--- config.mk ---
export PLATFORM = sky130hd
export DESIGN_NAME = hazardUnit
export DESIGN_NICKNAME = d
export VERILOG_FILES = /design/src/hazardPkg.sv /design/src/demandDecoder.sv /design/src/forwardSelect.sv /design/src/hazardUnit.sv /design/src/producerDecoder.sv /design/src/stageTracker.sv /design/src/stallControl.sv
export SDC_FILE = /design/constraint.sdc
export NUM_CORES = 1
export LEC_CHECK = 0
export ABC_AREA = 1
export BUFFER_PORTS_ARGS = -buffer_cell sky130_fd_sc_hd__buf_4
export CORE_ASPECT_RATIO = 0.7
export CORE_MARGIN = 2
export CORE_UTILIZATION = 50
export DETAILED_ROUTE_END_ITERATION = 8
export GPL_ROUTABILITY_DRIVEN = 0
export PLACE_DENSITY = 0.69
export SKIP_LAST_GASP = 1
export SLEW_MARGIN = 20
export SYNTH_ARGS = -nofsm -noshare
export SYNTH_HDL_FRONTEND = slang
export SYNTH_HIERARCHICAL = 1
export SYNTH_SLANG_ARGS = --single-unit
--- constraint.sdc ---
create_clock -name clk -period 2.94 [get_ports clk]
set_clock_uncertainty 0.05 [all_clocks]
set_input_delay 0.588 -clock clk [delete_from_list [all_inputs] [get_ports clk]]
set_output_delay 0.588 -clock clk [all_outputs]
set_load 0.01 [all_outputs]
--- src/hazardPkg.sv ---
`default_nettype none

package hazardPkg;

	//////////////////////////////////////////////////////////////////////
	// Basic widths and types
	//////////////////////////////////////////////////////////////////////

	typedef logic [4:0] regNumT;
	typedef logic [1:0] stageCntT;

	// Link register written by jal
	localparam regNumT regRa = 5'd31;

	//////////////////////////////////////////////////////////////////////
	// Opcodes
	//////////////////////////////////////////////////////////////////////

	localparam logic [5:0] opR    = 6'b000000;
	localparam logic [5:0] opOri  = 6'b001101;
	localparam logic [5:0] opAddi = 6'b001000;
	localparam logic [5:0] opAndi = 6'b001100;
	localparam logic [5:0] opLui  = 6'b001111;
	localparam logic [5:0] opLw   = 6'b100011;
	localparam logic [5:0] opLb   = 6'b100000;
	localparam logic [5:0] opLh   = 6'b100001;
	localparam logic [5:0] opSw   = 6'b101011;
	localparam logic [5:0] opSb   = 6'b101000;
	localparam logic [5:0] opSh   = 6'b101001;
	localparam logic [5:0] opBeq  = 6'b000100;
	localparam logic [5:0] opBne  = 6'b000101;
	localparam logic [5:0] opJ    = 6'b000010;
	localparam logic [5:0] opJal  = 6'b000011;
	// Custom load, result goes to a register picked late
	localparam logic [5:0] opLwmx = 6'b110011;

	//////////////////////////////////////////////////////////////////////
	// Funct codes for opR
	//////////////////////////////////////////////////////////////////////

	localparam logic [5:0] fnAdd   = 6'b100000;
	localparam logic [5:0] fnSub   = 6'b100010;
	localparam logic [5:0] fnAnd   = 6'b100100;
	localparam logic [5:0] fnOr    = 6'b100101;
	localparam logic [5:0] fnSlt   = 6'b101010;
	localparam logic [5:0] fnSltu  = 6'b101011;
	localparam logic [5:0] fnJr    = 6'b001000;
	localparam logic [5:0] fnMult  = 6'b011000;
	localparam logic [5:0] fnMultu = 6'b011001;
	localparam logic [5:0] fnDiv   = 6'b011010;
	localparam logic [5:0] fnDivu  = 6'b011011;
	localparam logic [5:0] fnMfhi  = 6'b010000;
	localparam logic [5:0] fnMflo  = 6'b010010;
	localparam logic [5:0] fnMthi  = 6'b010001;
	localparam logic [5:0] fnMtlo  = 6'b010011;

	//////////////////////////////////////////////////////////////////////
	// Stage records
	//////////////////////////////////////////////////////////////////////

	// dest of 0 means nothing is produced
	typedef struct packed {
		regNumT   dest;
		stageCntT tnew;
	} producerT;

	typedef struct packed {
		regNumT   rs;
		regNumT   rt;
		logic     useRs;
		logic     useRt;
		stageCntT tuseRs;
		stageCntT tuseRt;
		logic     isMd;
	} demandT;

	// Carried through E, M and W
	typedef struct packed {
		producerT prod;
		regNumT   srcRs;
		regNumT   srcRt;
	} stageRecT;

	typedef enum logic [1:0] {
		fwdNone  = 2'b00,
		fwdFromE = 2'b01,
		fwdFromM = 2'b10,
		fwdFromW = 2'b11
	} fwdSelT;

endpackage

`default_nettype wire

--- src/demandDecoder.sv ---
`timescale 1ns/10ps
`default_nettype none

module demandDecoder (
	input  wire logic [31:0]     instr,
	output hazardPkg::demandT    demand
);

	logic [5:0] opcode;
	logic [5:0] funct;

	assign opcode = instr[31:26];
	assign funct  = instr[5:0];

	always_comb begin
		// Fields are always passed on, the use bits say whether they matter
		demand        = '0;
		demand.rs     = instr[25:21];
		demand.rt     = instr[20:16];

		case (opcode)
			hazardPkg::opR: begin
				case (funct)
					hazardPkg::fnAdd, hazardPkg::fnSub, hazardPkg::fnAnd,
					hazardPkg::fnOr, hazardPkg::fnSlt, hazardPkg::fnSltu: begin
						demand.useRs  = 1'b1;
						demand.tuseRs = 2'd1;
						demand.useRt  = 1'b1;
						demand.tuseRt = 2'd1;
					end
					// Jump target needed right away in D
					hazardPkg::fnJr: begin
						demand.useRs  = 1'b1;
						demand.tuseRs = 2'd0;
					end
					hazardPkg::fnMult, hazardPkg::fnMultu,
					hazardPkg::fnDiv, hazardPkg::fnDivu: begin
						demand.useRs  = 1'b1;
						demand.tuseRs = 2'd1;
						demand.useRt  = 1'b1;
						demand.tuseRt = 2'd1;
						demand.isMd   = 1'b1;
					end
					hazardPkg::fnMthi, hazardPkg::fnMtlo: begin
						demand.useRs  = 1'b1;
						demand.tuseRs = 2'd1;
						demand.isMd   = 1'b1;
					end
					// HI/LO reads, no GPR source
					hazardPkg::fnMfhi, hazardPkg::fnMflo: begin
						demand.isMd = 1'b1;
					end
					default: ;
				endcase
			end
			hazardPkg::opOri, hazardPkg::opAddi, hazardPkg::opAndi,
			hazardPkg::opLw, hazardPkg::opLb, hazardPkg::opLh,
			hazardPkg::opLwmx: begin
				demand.useRs  = 1'b1;
				demand.tuseRs = 2'd1;
			end
			// Address in E, store data only in M
			hazardPkg::opSw, hazardPkg::opSb, hazardPkg::opSh: begin
				demand.useRs  = 1'b1;
				demand.tuseRs = 2'd1;
				demand.useRt  = 1'b1;
				demand.tuseRt = 2'd2;
			end
			// Compare happens in D
			hazardPkg::opBeq, hazardPkg::opBne: begin
				demand.useRs  = 1'b1;
				demand.tuseRs = 2'd0;
				demand.useRt  = 1'b1;
				demand.tuseRt = 2'd0;
			end
			default: ;
		endcase
	end

endmodule

`default_nettype wire

--- src/forwardSelect.sv ---
`timescale 1ns/10ps
`default_nettype none

module forwardSelect (
	input  wire hazardPkg::demandT   demand,
	input  wire hazardPkg::stageRecT recE,
	input  wire hazardPkg::stageRecT recM,
	input  wire hazardPkg::stageRecT recW,
	output hazardPkg::fwdSelT        fwdRsD,
	output hazardPkg::fwdSelT        fwdRtD,
	output hazardPkg::fwdSelT        fwdRsE,
	output hazardPkg::fwdSelT        fwdRtE,
	output hazardPkg::fwdSelT        fwdRtM
);

	hazardPkg::regNumT srcRsD;
	hazardPkg::regNumT srcRtD;

	// Ready value for this source sitting in that stage
	function automatic logic readyHit(
		input hazardPkg::regNumT   src,
		input hazardPkg::producerT prod
	);
		return (src != '0) && (src == prod.dest) && (prod.tnew == 2'd0);
	endfunction

	//////////////////////////////////////////////////////////////////////
	// Nearest ready producer wins
	//////////////////////////////////////////////////////////////////////

	assign srcRsD = demand.useRs ? demand.rs : '0;
	assign srcRtD = demand.useRt ? demand.rt : '0;

	always_comb begin
		fwdRsD = hazardPkg::fwdNone;
		if (readyHit(srcRsD, recE.prod))      fwdRsD = hazardPkg::fwdFromE;
		else if (readyHit(srcRsD, recM.prod)) fwdRsD = hazardPkg::fwdFromM;
		else if (readyHit(srcRsD, recW.prod)) fwdRsD = hazardPkg::fwdFromW;

		fwdRtD = hazardPkg::fwdNone;
		if (readyHit(srcRtD, recE.prod))      fwdRtD = hazardPkg::fwdFromE;
		else if (readyHit(srcRtD, recM.prod)) fwdRtD = hazardPkg::fwdFromM;
		else if (readyHit(srcRtD, recW.prod)) fwdRtD = hazardPkg::fwdFromW;

		// E operands only look further down the pipe
		fwdRsE = hazardPkg::fwdNone;
		if (readyHit(recE.srcRs, recM.prod))      fwdRsE = hazardPkg::fwdFromM;
		else if (readyHit(recE.srcRs, recW.prod)) fwdRsE = hazardPkg::fwdFromW;

		fwdRtE = hazardPkg::fwdNone;
		if (readyHit(recE.srcRt, recM.prod))      fwdRtE = hazardPkg::fwdFromM;
		else if (readyHit(recE.srcRt, recW.prod)) fwdRtE = hazardPkg::fwdFromW;

		// Store data in M
		fwdRtM = hazardPkg::fwdNone;
		if (readyHit(recM.srcRt, recW.prod)) fwdRtM = hazardPkg::fwdFromW;
	end

endmodule

`default_nettype wire

--- src/hazardUnit.sv ---
`timescale 1ns/10ps
`default_nettype none

module hazardUnit (
	input  wire logic         clk,
	input  wire logic         rstN,
	input  wire logic [31:0]  instrD,
	input  wire logic         mdBusy,
	output logic              stall,
	output hazardPkg::fwdSelT fwdRsD,
	output hazardPkg::fwdSelT fwdRtD,
	output hazardPkg::fwdSelT fwdRsE,
	output hazardPkg::fwdSelT fwdRtE,
	output hazardPkg::fwdSelT fwdRtM
);

	hazardPkg::demandT   demandD;
	hazardPkg::producerT prodD;
	hazardPkg::stageRecT recE;
	hazardPkg::stageRecT recM;
	hazardPkg::stageRecT recW;

	//////////////////////////////////////////////////////////////////////
	// D-stage decode
	//////////////////////////////////////////////////////////////////////

	demandDecoder u_demandDecoder (
		.instr  (instrD),
		.demand (demandD)
	);

	producerDecoder u_producerDecoder (
		.instr (instrD),
		.prod  (prodD)
	);

	// E, M and W bookkeeping
	stageTracker u_stageTracker (
		.clk     (clk),
		.rstN    (rstN),
		.stall   (stall),
		.prodD   (prodD),
		.demandD (demandD),
		.recE    (recE),
		.recM    (recM),
		.recW    (recW)
	);

	stallControl u_stallControl (
		.demand (demandD),
		.prodE  (recE.prod),
		.prodM  (recM.prod),
		.mdBusy (mdBusy),
		.stall  (stall)
	);

	forwardSelect u_forwardSelect (
		.demand (demandD),
		.recE   (recE),
		.recM   (recM),
		.recW   (recW),
		.fwdRsD (fwdRsD),
		.fwdRtD (fwdRtD),
		.fwdRsE (fwdRsE),
		.fwdRtE (fwdRtE),
		.fwdRtM (fwdRtM)
	);

endmodule

`default_nettype wire

--- src/producerDecoder.sv ---
`timescale 1ns/10ps
`default_nettype none

module producerDecoder (
	input  wire logic [31:0]     instr,
	output hazardPkg::producerT  prod
);

	logic [5:0]        opcode;
	logic [5:0]        funct;
	hazardPkg::regNumT rt;
	hazardPkg::regNumT rd;

	assign opcode = instr[31:26];
	assign funct  = instr[5:0];
	assign rt     = instr[20:16];
	assign rd     = instr[15:11];

	//////////////////////////////////////////////////////////////////////
	// Destination and Tnew as seen from E
	//////////////////////////////////////////////////////////////////////

	always_comb begin
		// No producer unless a case below says otherwise
		prod = '0;

		case (opcode)
			hazardPkg::opR: begin
				case (funct)
					hazardPkg::fnAdd, hazardPkg::fnSub, hazardPkg::fnAnd,
					hazardPkg::fnOr, hazardPkg::fnSlt, hazardPkg::fnSltu: begin
						prod.dest = rd;
						prod.tnew = 2'd1;
					end
					// Result comes out of HI/LO at the end of E
					hazardPkg::fnMfhi, hazardPkg::fnMflo: begin
						prod.dest = rd;
						prod.tnew = 2'd1;
					end
					// jr, mult/div and mthi/mtlo write no GPR
					default: prod = '0;
				endcase
			end
			hazardPkg::opOri, hazardPkg::opAddi, hazardPkg::opAndi: begin
				prod.dest = rt;
				prod.tnew = 2'd1;
			end
			hazardPkg::opLui: begin
				prod.dest = rt;
				prod.tnew = 2'd1;
			end
			// Data available only after the memory stage
			hazardPkg::opLw, hazardPkg::opLb, hazardPkg::opLh: begin
				prod.dest = rt;
				prod.tnew = 2'd2;
			end
			// Late timing but no register known here
			hazardPkg::opLwmx: begin
				prod.dest = '0;
				prod.tnew = 2'd2;
			end
			// PC+8 is ready as soon as jal leaves D
			hazardPkg::opJal: begin
				prod.dest = hazardPkg::regRa;
				prod.tnew = 2'd0;
			end
			hazardPkg::opSw, hazardPkg::opSb, hazardPkg::opSh,
			hazardPkg::opBeq, hazardPkg::opBne, hazardPkg::opJ: begin
				prod = '0;
			end
			default: prod = '0;
		endcase
	end

endmodule

`default_nettype wire

--- src/stageTracker.sv ---
`timescale 1ns/10ps
`default_nettype none

module stageTracker (
	input  wire logic              clk,
	input  wire logic              rstN,
	input  wire logic              stall,
	input  wire hazardPkg::producerT prodD,
	input  wire hazardPkg::demandT   demandD,
	output hazardPkg::stageRecT      recE,
	output hazardPkg::stageRecT      recM,
	output hazardPkg::stageRecT      recW
);

	hazardPkg::stageRecT recD;
	hazardPkg::stageRecT nextE;
	hazardPkg::stageRecT nextM;
	hazardPkg::stageRecT nextW;

	// One stage closer, stops at zero
	function automatic hazardPkg::stageCntT countDown(input hazardPkg::stageCntT cnt);
		return (cnt == 2'd0) ? 2'd0 : cnt - 2'd1;
	endfunction

	//////////////////////////////////////////////////////////////////////
	// Next-state records
	//////////////////////////////////////////////////////////////////////

	always_comb begin
		// Unread sources go in as register 0 so they never forward
		recD.prod  = prodD;
		recD.srcRs = demandD.useRs ? demandD.rs : '0;
		recD.srcRt = demandD.useRt ? demandD.rt : '0;

		// Bubble into E while D is held
		nextE = stall ? '0 : recD;

		nextM           = recE;
		nextM.prod.tnew = countDown(recE.prod.tnew);

		nextW           = recM;
		nextW.prod.tnew = '0;
	end

	always_ff @(posedge clk or negedge rstN) begin
		if (!rstN) begin
			recE <= '0;
			recM <= '0;
			recW <= '0;
		end else begin
			recE <= nextE;
			recM <= nextM;
			recW <= nextW;
		end
	end

endmodule

`default_nettype wire

--- src/stallControl.sv ---
`timescale 1ns/10ps
`default_nettype none

module stallControl (
	input  wire hazardPkg::demandT   demand,
	input  wire hazardPkg::producerT prodE,
	input  wire hazardPkg::producerT prodM,
	input  wire logic                mdBusy,
	output logic                     stall
);

	logic stallRs;
	logic stallRt;
	logic stallMd;

	// Producer still too far from its result for this consumer
	function automatic logic lateProducer(
		input hazardPkg::regNumT   src,
		input hazardPkg::stageCntT tuse,
		input hazardPkg::producerT prod
	);
		return (src != '0) && (src == prod.dest) && (prod.tnew > tuse);
	endfunction

	always_comb begin
		stallRs = demand.useRs &&
			(lateProducer(demand.rs, demand.tuseRs, prodE) ||
			 lateProducer(demand.rs, demand.tuseRs, prodM));

		stallRt = demand.useRt &&
			(lateProducer(demand.rt, demand.tuseRt, prodE) ||
			 lateProducer(demand.rt, demand.tuseRt, prodM));

		// HI/LO users wait for the multiply/divide unit
		stallMd = demand.isMd && mdBusy;
	end

	assign stall = stallRs || stallRt || stallMd;

endmodule

`default_nettype wire

==> results of run 1 <==
[layout make-up]
type / instances / area [sq um] / area share [%]
sequential: 34 / 851 / 18.9
inverter: 101 / 404 / 8.97
clock buffer: 6 / 82.6 / 1.83
multi-input combinational: 446 / 2430 / 53.8
tap: 94 / 118 / 2.61
clock inverter: 1 / 30.0 / 0.666
timing repair buffer: 69 / 596 / 13.2
[critical path: stages]
cell      delay [ns]
buf_12          0.11
clkinv_8        0.04
nand2_4         0.04
nor2_4          0.13
nor2_2          0.06
nand2_2         0.07
nand2_2         0.07
nand2_4         0.09
nand3_4         0.20
nand2_4         0.17
nor2_2          0.05
nor2_1          0.14
nand2_1         0.09
nor2_2          0.13
nand2_2         0.09
a21oi_2         0.13
buf_4           0.13
[timing repair]
action                                  CTS  global route
endpoints found under the setup margin    5             5
resized for setup                        12           114
pin swaps                                 7            56
setup buffers                             0             7
endpoints found under the hold margin     0             0
[registers in the layout, indices dropped and copies added, names as in the netlist]
name                 cells
u_stageTracker/recW      5
u_stageTracker/recE     17
u_stageTracker/recM     12
[routing by layer]
| layer | wire length (um) | part of all wire (%) | track usage, % |
|---|---|---|---|
| met1 | 4980 | 44 | 40.2 |
| met2 | 5070 | 45 | 42.8 |
| met3 | 1170 | 10 | 5.26 |
| met4 | 178 | 1.6 | 6.16 |
| met5 | 0 | 0 | 0 |
[power by group]
group          switching (mW)  internal (mW)
Clock                   0.185          0.271
Sequential             0.0328          0.483
Combinational           0.299          0.203
[final timing paths]
path | startpoint | to | slack [ns] | cells past startpoint
setup / recovery | instrD[2] | fwdRtD[1] | -0.05 | 17
hold / removal | rstN | u_stageTracker/recE[6] | 0.18 | 1
setup reg to reg | u_stageTracker/recM[10] | u_stageTracker/recE[13] | 1.03 | 11
hold reg to reg | u_stageTracker/recE[1] | u_stageTracker/recM[1] | 0.42 | 0
max in group asynchronous | rstN | u_stageTracker/recE[0] | 2.32 | 1
min in group clk | u_stageTracker/recE[1] | u_stageTracker/recM[1] | 0.42 | 0
==> impl_summary.txt, run 1 <==
----------------------------------------------------
[Timing]
  Min Hold Slack ... around 0.18 ns
  Setup violators final ... 3
  Minimum clock period ... ~3 ns
  Final Max Slew Viols ... 0
  Maximum clock frequency ... ~330 MHz
  Worst setup margin ... -0.0470 ns
  Final hold violation count ... 0
  Final critical-path share of the clock period ... 102%
  RSZ-0062 raised after global routing ... true
  Setup_tns ... -0.126 ns

[Placed design]
  Placed Area ... between 3000 and 4000 sq um
  Total half-perimeter wirelength after legalization and detailed placement ... about 7600 um
  Post-placement setup slack ... -0.0630 ns
  Placed Cells ... 737
  Number of buffer cells added on primary ports ... 40

[Clock network]
  Root buffer cell ... clkbuf_8
  Clock slew at reported path FFs ... around 0.080 ns
  TritonCTS buffer count ... 5
  Number of levels in the clock H-tree ... 2
  TritonCTS clock tree ... done
  Hold-fix buffer count after cts ... 0
  Clk sink count ... 34
  Later-pin clock latency in the skew report ... 0.30 ns
  Largest buffer count on any clock path ... 2

[Drt]
  Per-cell routed wire length ... 15.2 um
  Number of remaining DRC errors ... 0
  Final ANT Viol Nets ... 0
  First DRT Iteration DRCs ... approximately 550
  Via count normalized by instance count ... 5.45
  Total length of routed wires ... 11400 um
  First drt pass iteration count ... 6
  Total vias in the final route ... about 4100

[Setup path]
  Startpoint types ... primary input
  Biggest fanout along the worst timing path ... 8
  Endpoint class of the critical path ... output port
  Critical path data required time ... about 2.3 ns
  Critical path class ... in2out
  Critical path data arrival time ... about 2.4 ns

[Die]
  Cell row count ... 25
  Total core area ... ~6800 sq um
  Count of pins on the block boundary ... 46
  Total die area ... approximately 7700 sq um
  Die Ht ... between 70 and 80 um
  Starting density of the core ... between 50 and 60%
  Die width ... ~100 um

[Synth]
  Average size of a mapped cell ... 5.75 sq um
  Number of instances in the synthesized netlist ... approximately 600
  Post-Syn Area ... approximately 3500 sq um
  Total of warnings raised by yosys ... 6

[Final layout]
  Number of cells in the finished layout apart from fillers ... between 700 and 800
  Share of the core filled with cells in the final layout ... 66.4%
  Top library cells by usage in the layout, fill and taps aside ... 183 x nand2_1, 79 x inv_1, 70 x nor2_1
  Fill cells ... around 600
  Area growth from synthesis to final layout ... 27.9%
  Leading cell type in the layout, fill and taps excluded ... nand2_1
  Post-layout net count ... 700
  Cell area after layout ... approximately 4500 sq um
  Share of post-route cells with drive strength above 1 ... around 28%
  Final antenna diode count ... 0

[Global route]
  Initial antenna violation count ... 0
  Overall Global Routing Usage ... about 28%
  Wire length of the first global-routing pass ... approximately 17000 um
  Total congestion overflow after global routing ... 0
  Maximum number of pins on one net before global-route repair ... 35
  Via count of the first global-routing pass ... between 3000 and 4000

[Status]
  Failing checks ... setup timing
  Run status ... complete, but fails checks

[Power and ir drop]
  Total Power Consumption ... approximately 1.5 mW
  Power Density ... between 300 and 400 nW/um^2
  Pleak ... 2.47 nW
  Maximum VDD drop ... about 220 uV

[Min path]
  Min-delay worst type ... in2async

[Flow run]
  Number of maximum-capacitance violations ... 0

----------------------------------------------------
Note: power is estimated with default switching activity, not from simulation.
==> run 2: changes to the inputs <==
PLACE_DENSITY = 0.7   (was 0.69)
==> impl_summary.txt, run 2 (synthesis results as in run 1) <==
----------------------------------------------------
[Setup path]
  Critical Path End ... fwdRtD[1]
  FF-to-FF Start ... u_stageTracker/recM[13]
  Capture point of the worst reg-to-reg path ... u_stageTracker/recE[13]
  Critical path class ... in2out
  Startpoint types ... primary input
  R2R Setup Slk ... approximately 0.9 ns
  Endpoint class of the critical path ... output port
  Critical path origin ... instrD[3]
  Biggest fanout along the worst timing path ... 8
  Critical path data required time ... ~2.3 ns
  Worst reg-to-reg path cell count ... 11
  Critical path data arrival time ... ~2.4 ns

[Drt]
  Total length of routed wires ... around 11000 um
  Number of remaining DRC errors ... 0
  First drt pass iteration count ... 8
  Final ANT Viol Nets ... 0
  Per-cell routed wire length ... approximately 14 um
  Via count normalized by instance count ... 5.24
  Total vias in the final route ... roughly 3900
  First DRT Iteration DRCs ... a little under 500

[Clock network]
  Later-pin clock latency in the skew report ... ~0.3 ns
  TritonCTS clock tree ... done
  Number of levels in the clock H-tree ... 2
  TritonCTS buffer count ... 5
  Largest buffer count on any clock path ... 2
  Root buffer cell ... clkbuf_8
  Clk sink count ... 34
  Clock slew at reported path FFs ... 0.08 ns

[Status]
  Failing checks ... setup timing
  Run status ... complete, but fails checks

[Final layout]
  Max FFs per register ... 17
  Regs by FF count ... u_stageTracker/recE: 17 flops, u_stageTracker/recM: 12 flops, u_stageTracker/recW: 5 flops
  Area growth from synthesis to final layout ... 23.7%
  Final antenna diode count ... 0
  Leading cell type in the layout, fill and taps excluded ... nand2_1
  Register bank with the most flops ... u_stageTracker/recE
  Share of post-route cells with drive strength above 1 ... roughly a quarter
  Post-layout net count ... between 700 and 800
  Top library cells by usage in the layout, fill and taps aside ... 191 x nand2_1, 82 x inv_1, 76 x nor2_1

[Power and ir drop]
  Power Density ... 310 nW/um^2
  Maximum VDD drop ... roughly 270 uV
  Clock network power share ... approximately 27%
  Sequential group share of total power ... 38.1%
  Pleak ... around 2.5 nW
  Share of total power in combinational logic ... 34.6%
  Total Power Consumption ... about 1.4 mW
  Switching component of the power ... a little under 500 uW
  Internal cell power ... between 800 and 900 uW
  Switching share of power ... a little over a third

[Die]
  Total core area ... ~6800 sq um
  Cell row count ... 25
  Die Ht ... around 74 um
  Die width ... between 100 and 150 um
  Count of pins on the block boundary ... 46
  Total die area ... a little under 8000 sq um
  Starting density of the core ... 51.9%

[Timing]
  Maximum clock frequency ... ~330 MHz
  Final Max Slew Viols ... 0
  Worst setup margin ... -0.0839 ns
  Setup violators final ... 5
  Minimum clock period ... a little over 3 ns
  Setup_tns ... -0.229 ns
  Final hold violation count ... 0
  Final critical-path share of the clock period ... 103%
  Min Hold Slack ... 0.177 ns
  RSZ-0062 raised after global routing ... true

[Global route]
  Total congestion overflow after global routing ... 0
  Initial antenna violation count ... 0
  Overall Global Routing Usage ... between 20% and 30%
  Via count of the first global-routing pass ... 3464
  Maximum number of pins on one net before global-route repair ... 35
  Wire length of the first global-routing pass ... ~17000 um

[Placed design]
  Total half-perimeter wirelength after legalization and detailed placement ... approximately 7500 um
  Number of buffer cells added on primary ports ... 40

[Min path]
  Min-delay worst type ... in2async

[Flow run]
  Number of maximum-capacitance violations ... 0

----------------------------------------------------
[run 2: final cells by class]
class | instances | area, sq um
Fill cell | 630 | 2430
Multi-Input combinational cell | 446 | 2320
Sequential cell | 34 | 851
Timing Repair Buffer | 70 | 586
Inverter | 101 | 393
Tap cell | 94 | 118
Clock buffer | 6 | 82.6
Clock inverter | 2 | 12.5
[run 2: worst min path at each step]
stage                                      start  depth (start not counted)                       to
after global placement    u_stageTracker/recE[1]                          0   u_stageTracker/recM[1]
after floorplan                             rstN                          0   u_stageTracker/recE[0]
after detailed placement  u_stageTracker/recE[1]                          0   u_stageTracker/recM[1]
after CTS                                   rstN                          1  u_stageTracker/recW[13]
final                                       rstN                          1  u_stageTracker/recW[13]
after global routing                        rstN                          1  u_stageTracker/recW[13]
[run 2: metrics by stage]
step                      area, sq um  utilization [%]  worst slack (ns)  instances
after global routing             4360             64.2            -0.171        753
after global placement           3860             56.8           -0.0551        737
after floorplan                  3530                -             0.247        614
after CTS                        3990             58.7          0.000274        745
after detailed placement         3860             56.8           -0.0560        737
final                            4360             64.2           -0.0839        753
[run 2: what timing repair did]
action	in CTS	in global routing
resized for setup	10	74
cloned	0	1
pin swaps	8	43
endpoints found under the hold margin	0	0
hold buffers	0	0
setup endpoints to repair	5	5
buffers inserted	0	7
[run 2: power by group through the flow]
stage | Sequential [mW] | Combinational [mW] | Clock [mW]
after floorplan | 0.504 | 0.273 | 0
after global placement | 0.522 | 0.382 | 0
after detailed placement | 0.522 | 0.389 | 0
after CTS | 0.514 | 0.395 | 0.374
after global routing | 0.518 | 0.518 | 0.393
final | 0.516 | 0.468 | 0.369
[run 2: critical path: stages]
cell,delay (ns)
buf_4,0.15
inv_4,0.07
o21ai_2,0.05
nor2_1,0.14
nand2_2,0.10
nand2_2,0.10
nand2_4,0.07
nand3_4,0.19
buf_6,0.17
nand3_1,0.08
nand2_1,0.10
nand2_1,0.05
nor2_1,0.14
nand2_1,0.12
a21oi_2,0.14
buf_4,0.13
[run 2: layer usage]
metal | GRT usage, % | wire [um] | vias up
met2 | 42.3 | 4570 | 229
met1 | 40.3 | 4900 | 1750
li1 | - | - | 1943
met3 | 5.87 | 1070 | 25
met4 | 5.86 | 163 | 0
met5 | 0 | 0 | -
==> run 3: changes to the inputs <==
ABC_AREA = not set   (was 1)
==> impl_summary.txt, run 3 <==
----------------------------------------------------
[Status]
  Run status ... complete, but fails checks
  Failing checks ... setup timing

[Die]
  Die Ht ... slightly above 70 um
  Total die area ... between 7000 and 8000 sq um
  Die width ... ~100 um
  Total core area ... just over 6000 sq um
  Starting density of the core ... 51.7%
  Count of pins on the block boundary ... 46
  Cell row count ... 24

[Clock network]
  TritonCTS clock tree ... done
  Root buffer cell ... clkbuf_8
  Later-pin clock latency in the skew report ... between 0.2 and 0.3 ns
  Clock slew at reported path FFs ... around 0.070 ns
  Clk sink count ... 34
  Largest buffer count on any clock path ... 2
  TritonCTS buffer count ... 5
  Number of levels in the clock H-tree ... 2

[Drt]
  Per-cell routed wire length ... ~18 um
  Total vias in the final route ... 2919
  Via count normalized by instance count ... just over 6
  First drt pass iteration count ... 5
  Number of remaining DRC errors ... 0
  First DRT Iteration DRCs ... 188
  Total length of routed wires ... between 8000 and 9000 um
  Final ANT Viol Nets ... 0

[Setup path]
  Critical path class ... in2out
  Critical path data arrival time ... around 2.8 ns
  Critical path data required time ... 2.30 ns
  Worst reg-to-reg path cell count ... 8
  Startpoint types ... primary input
  Endpoint class of the critical path ... output port
  Biggest fanout along the worst timing path ... 6

[Power and ir drop]
  Clock network power share ... around a third
  Sequential group share of total power ... around two fifths
  Switching share of power ... a little under a third
  Internal cell power ... about 890 uW
  Maximum VDD drop ... 213 uV
  Power Density ... approximately 330 nW/um^2
  Pleak ... between 1.5 and 2 nW
  Share of total power in combinational logic ... a little over a quarter
  Switching component of the power ... between 300 and 400 uW

[Final layout]
  Post-layout net count ... 448
  Final antenna diode count ... 0
  Register bank with the most flops ... u_stageTracker/recE
  Share of post-route cells with drive strength above 1 ... 28.1%
  Number of cells in the finished layout apart from fillers ... approximately 480
  Area growth from synthesis to final layout ... 20.8%
  Max FFs per register ... 17
  Top library cells by usage in the layout, fill and taps aside ... 69 x buf_4, 37 x xor2_1, 34 x dfrtp_1
  Share of the core filled with cells in the final layout ... approximately 62%
  Leading cell type in the layout, fill and taps excluded ... buf_4
  Regs by FF count ... u_stageTracker/recE: 17 flops, u_stageTracker/recM: 12 flops, u_stageTracker/recW: 5 flops

[Placed design]
  Placed Cells ... between 400 and 500
  Total half-perimeter wirelength after legalization and detailed placement ... between 5000 and 6000 um
  Number of buffer cells added on primary ports ... 40

[Global route]
  Overall Global Routing Usage ... roughly a quarter
  Met1 Use GR ... between 30% and 40%
  Via count of the first global-routing pass ... around 2700
  Initial antenna violation count ... 0
  Met3 track demand over resource in global routing ... 5.43%
  Maximum number of pins on one net before global-route repair ... 35
  Met2 track demand over resource in global routing ... between 30% and 40%
  Wire length of the first global-routing pass ... between 10000 and 15000 um
  Total congestion overflow after global routing ... 0
  Global route hottest layer ... met1

[Min path]
  Min-delay worst type ... in2async

[Timing]
  Transition at the pin with the smallest max-transition slack ... ~0.68 ns
  Worst setup margin ... -0.498 ns
  Final critical-path share of the clock period ... 117%
  Maximum clock frequency ... 291 MHz
  Relative slew margins ... a little over half
  Final Max Slew Viols ... 0
  Min Hold Slack ... 0.183 ns
  Setup violators final ... 5
  Final hold violation count ... 0
  RSZ-0062 raised after global routing ... true
  Minimum clock period ... roughly 3.4 ns

[Synth]
  Average size of a mapped cell ... 8.87 sq um
  Total of warnings raised by yosys ... 6
  Number of instances in the synthesized netlist ... roughly 360
  Post-Syn Area ... roughly 3200 sq um

[Flow run]
  Number of maximum-capacitance violations ... 0

----------------------------------------------------
[run 3: timing repair]
item | 4_1_cts | 5_1_grt
setup buffers | 4 | 0
gates resized for setup | 24 | 2
pin swaps | 22 | 2
hold buffers | 0 | 0
endpoints found under the setup margin | 5 | 15
cloned | 1 | 0
[run 3: path summary, 6_finish.rpt]
check                           slack [ns]                      to               startpoint
worst max-delay path                 -0.50               fwdRsD[1]                instrD[4]
worst min-delay path                  0.18  u_stageTracker/recE[9]                     rstN
worst max register to register        0.76  u_stageTracker/recE[1]  u_stageTracker/recM[11]
worst min register to register        0.42  u_stageTracker/recM[4]   u_stageTracker/recE[4]
max in group asynchronous             2.34  u_stageTracker/recM[2]                     rstN
min in group clk                      0.42  u_stageTracker/recM[4]   u_stageTracker/recE[4]
[run 3: power groups by stage]
stage | combinational, mW | sequential (mW) | clock (mW)
after floorplan | 0.222 | 0.500 | 0
after global placement | 0.307 | 0.524 | 0
after detailed placement | 0.315 | 0.525 | 0
after CTS | 0.337 | 0.516 | 0.414
after global routing | 0.378 | 0.519 | 0.434
final | 0.346 | 0.517 | 0.408
[run 3: through the flow]
step                total power [mW]  TNS, ns  cell area [sq um]  setup WS, ns
floorplan                      0.722   -0.491               3240        -0.244
global placement               0.831    -6.74               3600        -0.519
detailed placement             0.840    -6.33               3600        -0.537
CTS                             1.27    -1.88               3860        -0.495
global route                    1.33    -2.49               3880        -0.576
finish                          1.27    -2.04               3880        -0.498
[run 3: per-layer routing]
layer	routed length, um	vias to the layer above
met2	3530	137
li1	-	1374
met5	0	-
met4	113	0
met1	4190	1388
met3	706	20
[run 3: area by class of cell]
type                    instances  area, sq um
well taps                      78         97.6
flip-flops and latches         34          851
inverters                      15         56.3
clock buffers                   8          110
repair buffers                 76          591
multi-input cells             273         2170
fillers                       521         2340
[run 3: critical path, stage by stage]
cell and delay (ns):
buf_6 0.09, or4b_4 0.53, and2_4 0.15, a311o_1 0.35, o2111ai_4 0.11, and4bb_2 0.27
a2bb2oi_2 0.07, a2111o_1 0.39, a21oi_2 0.12, buf_4 0.13
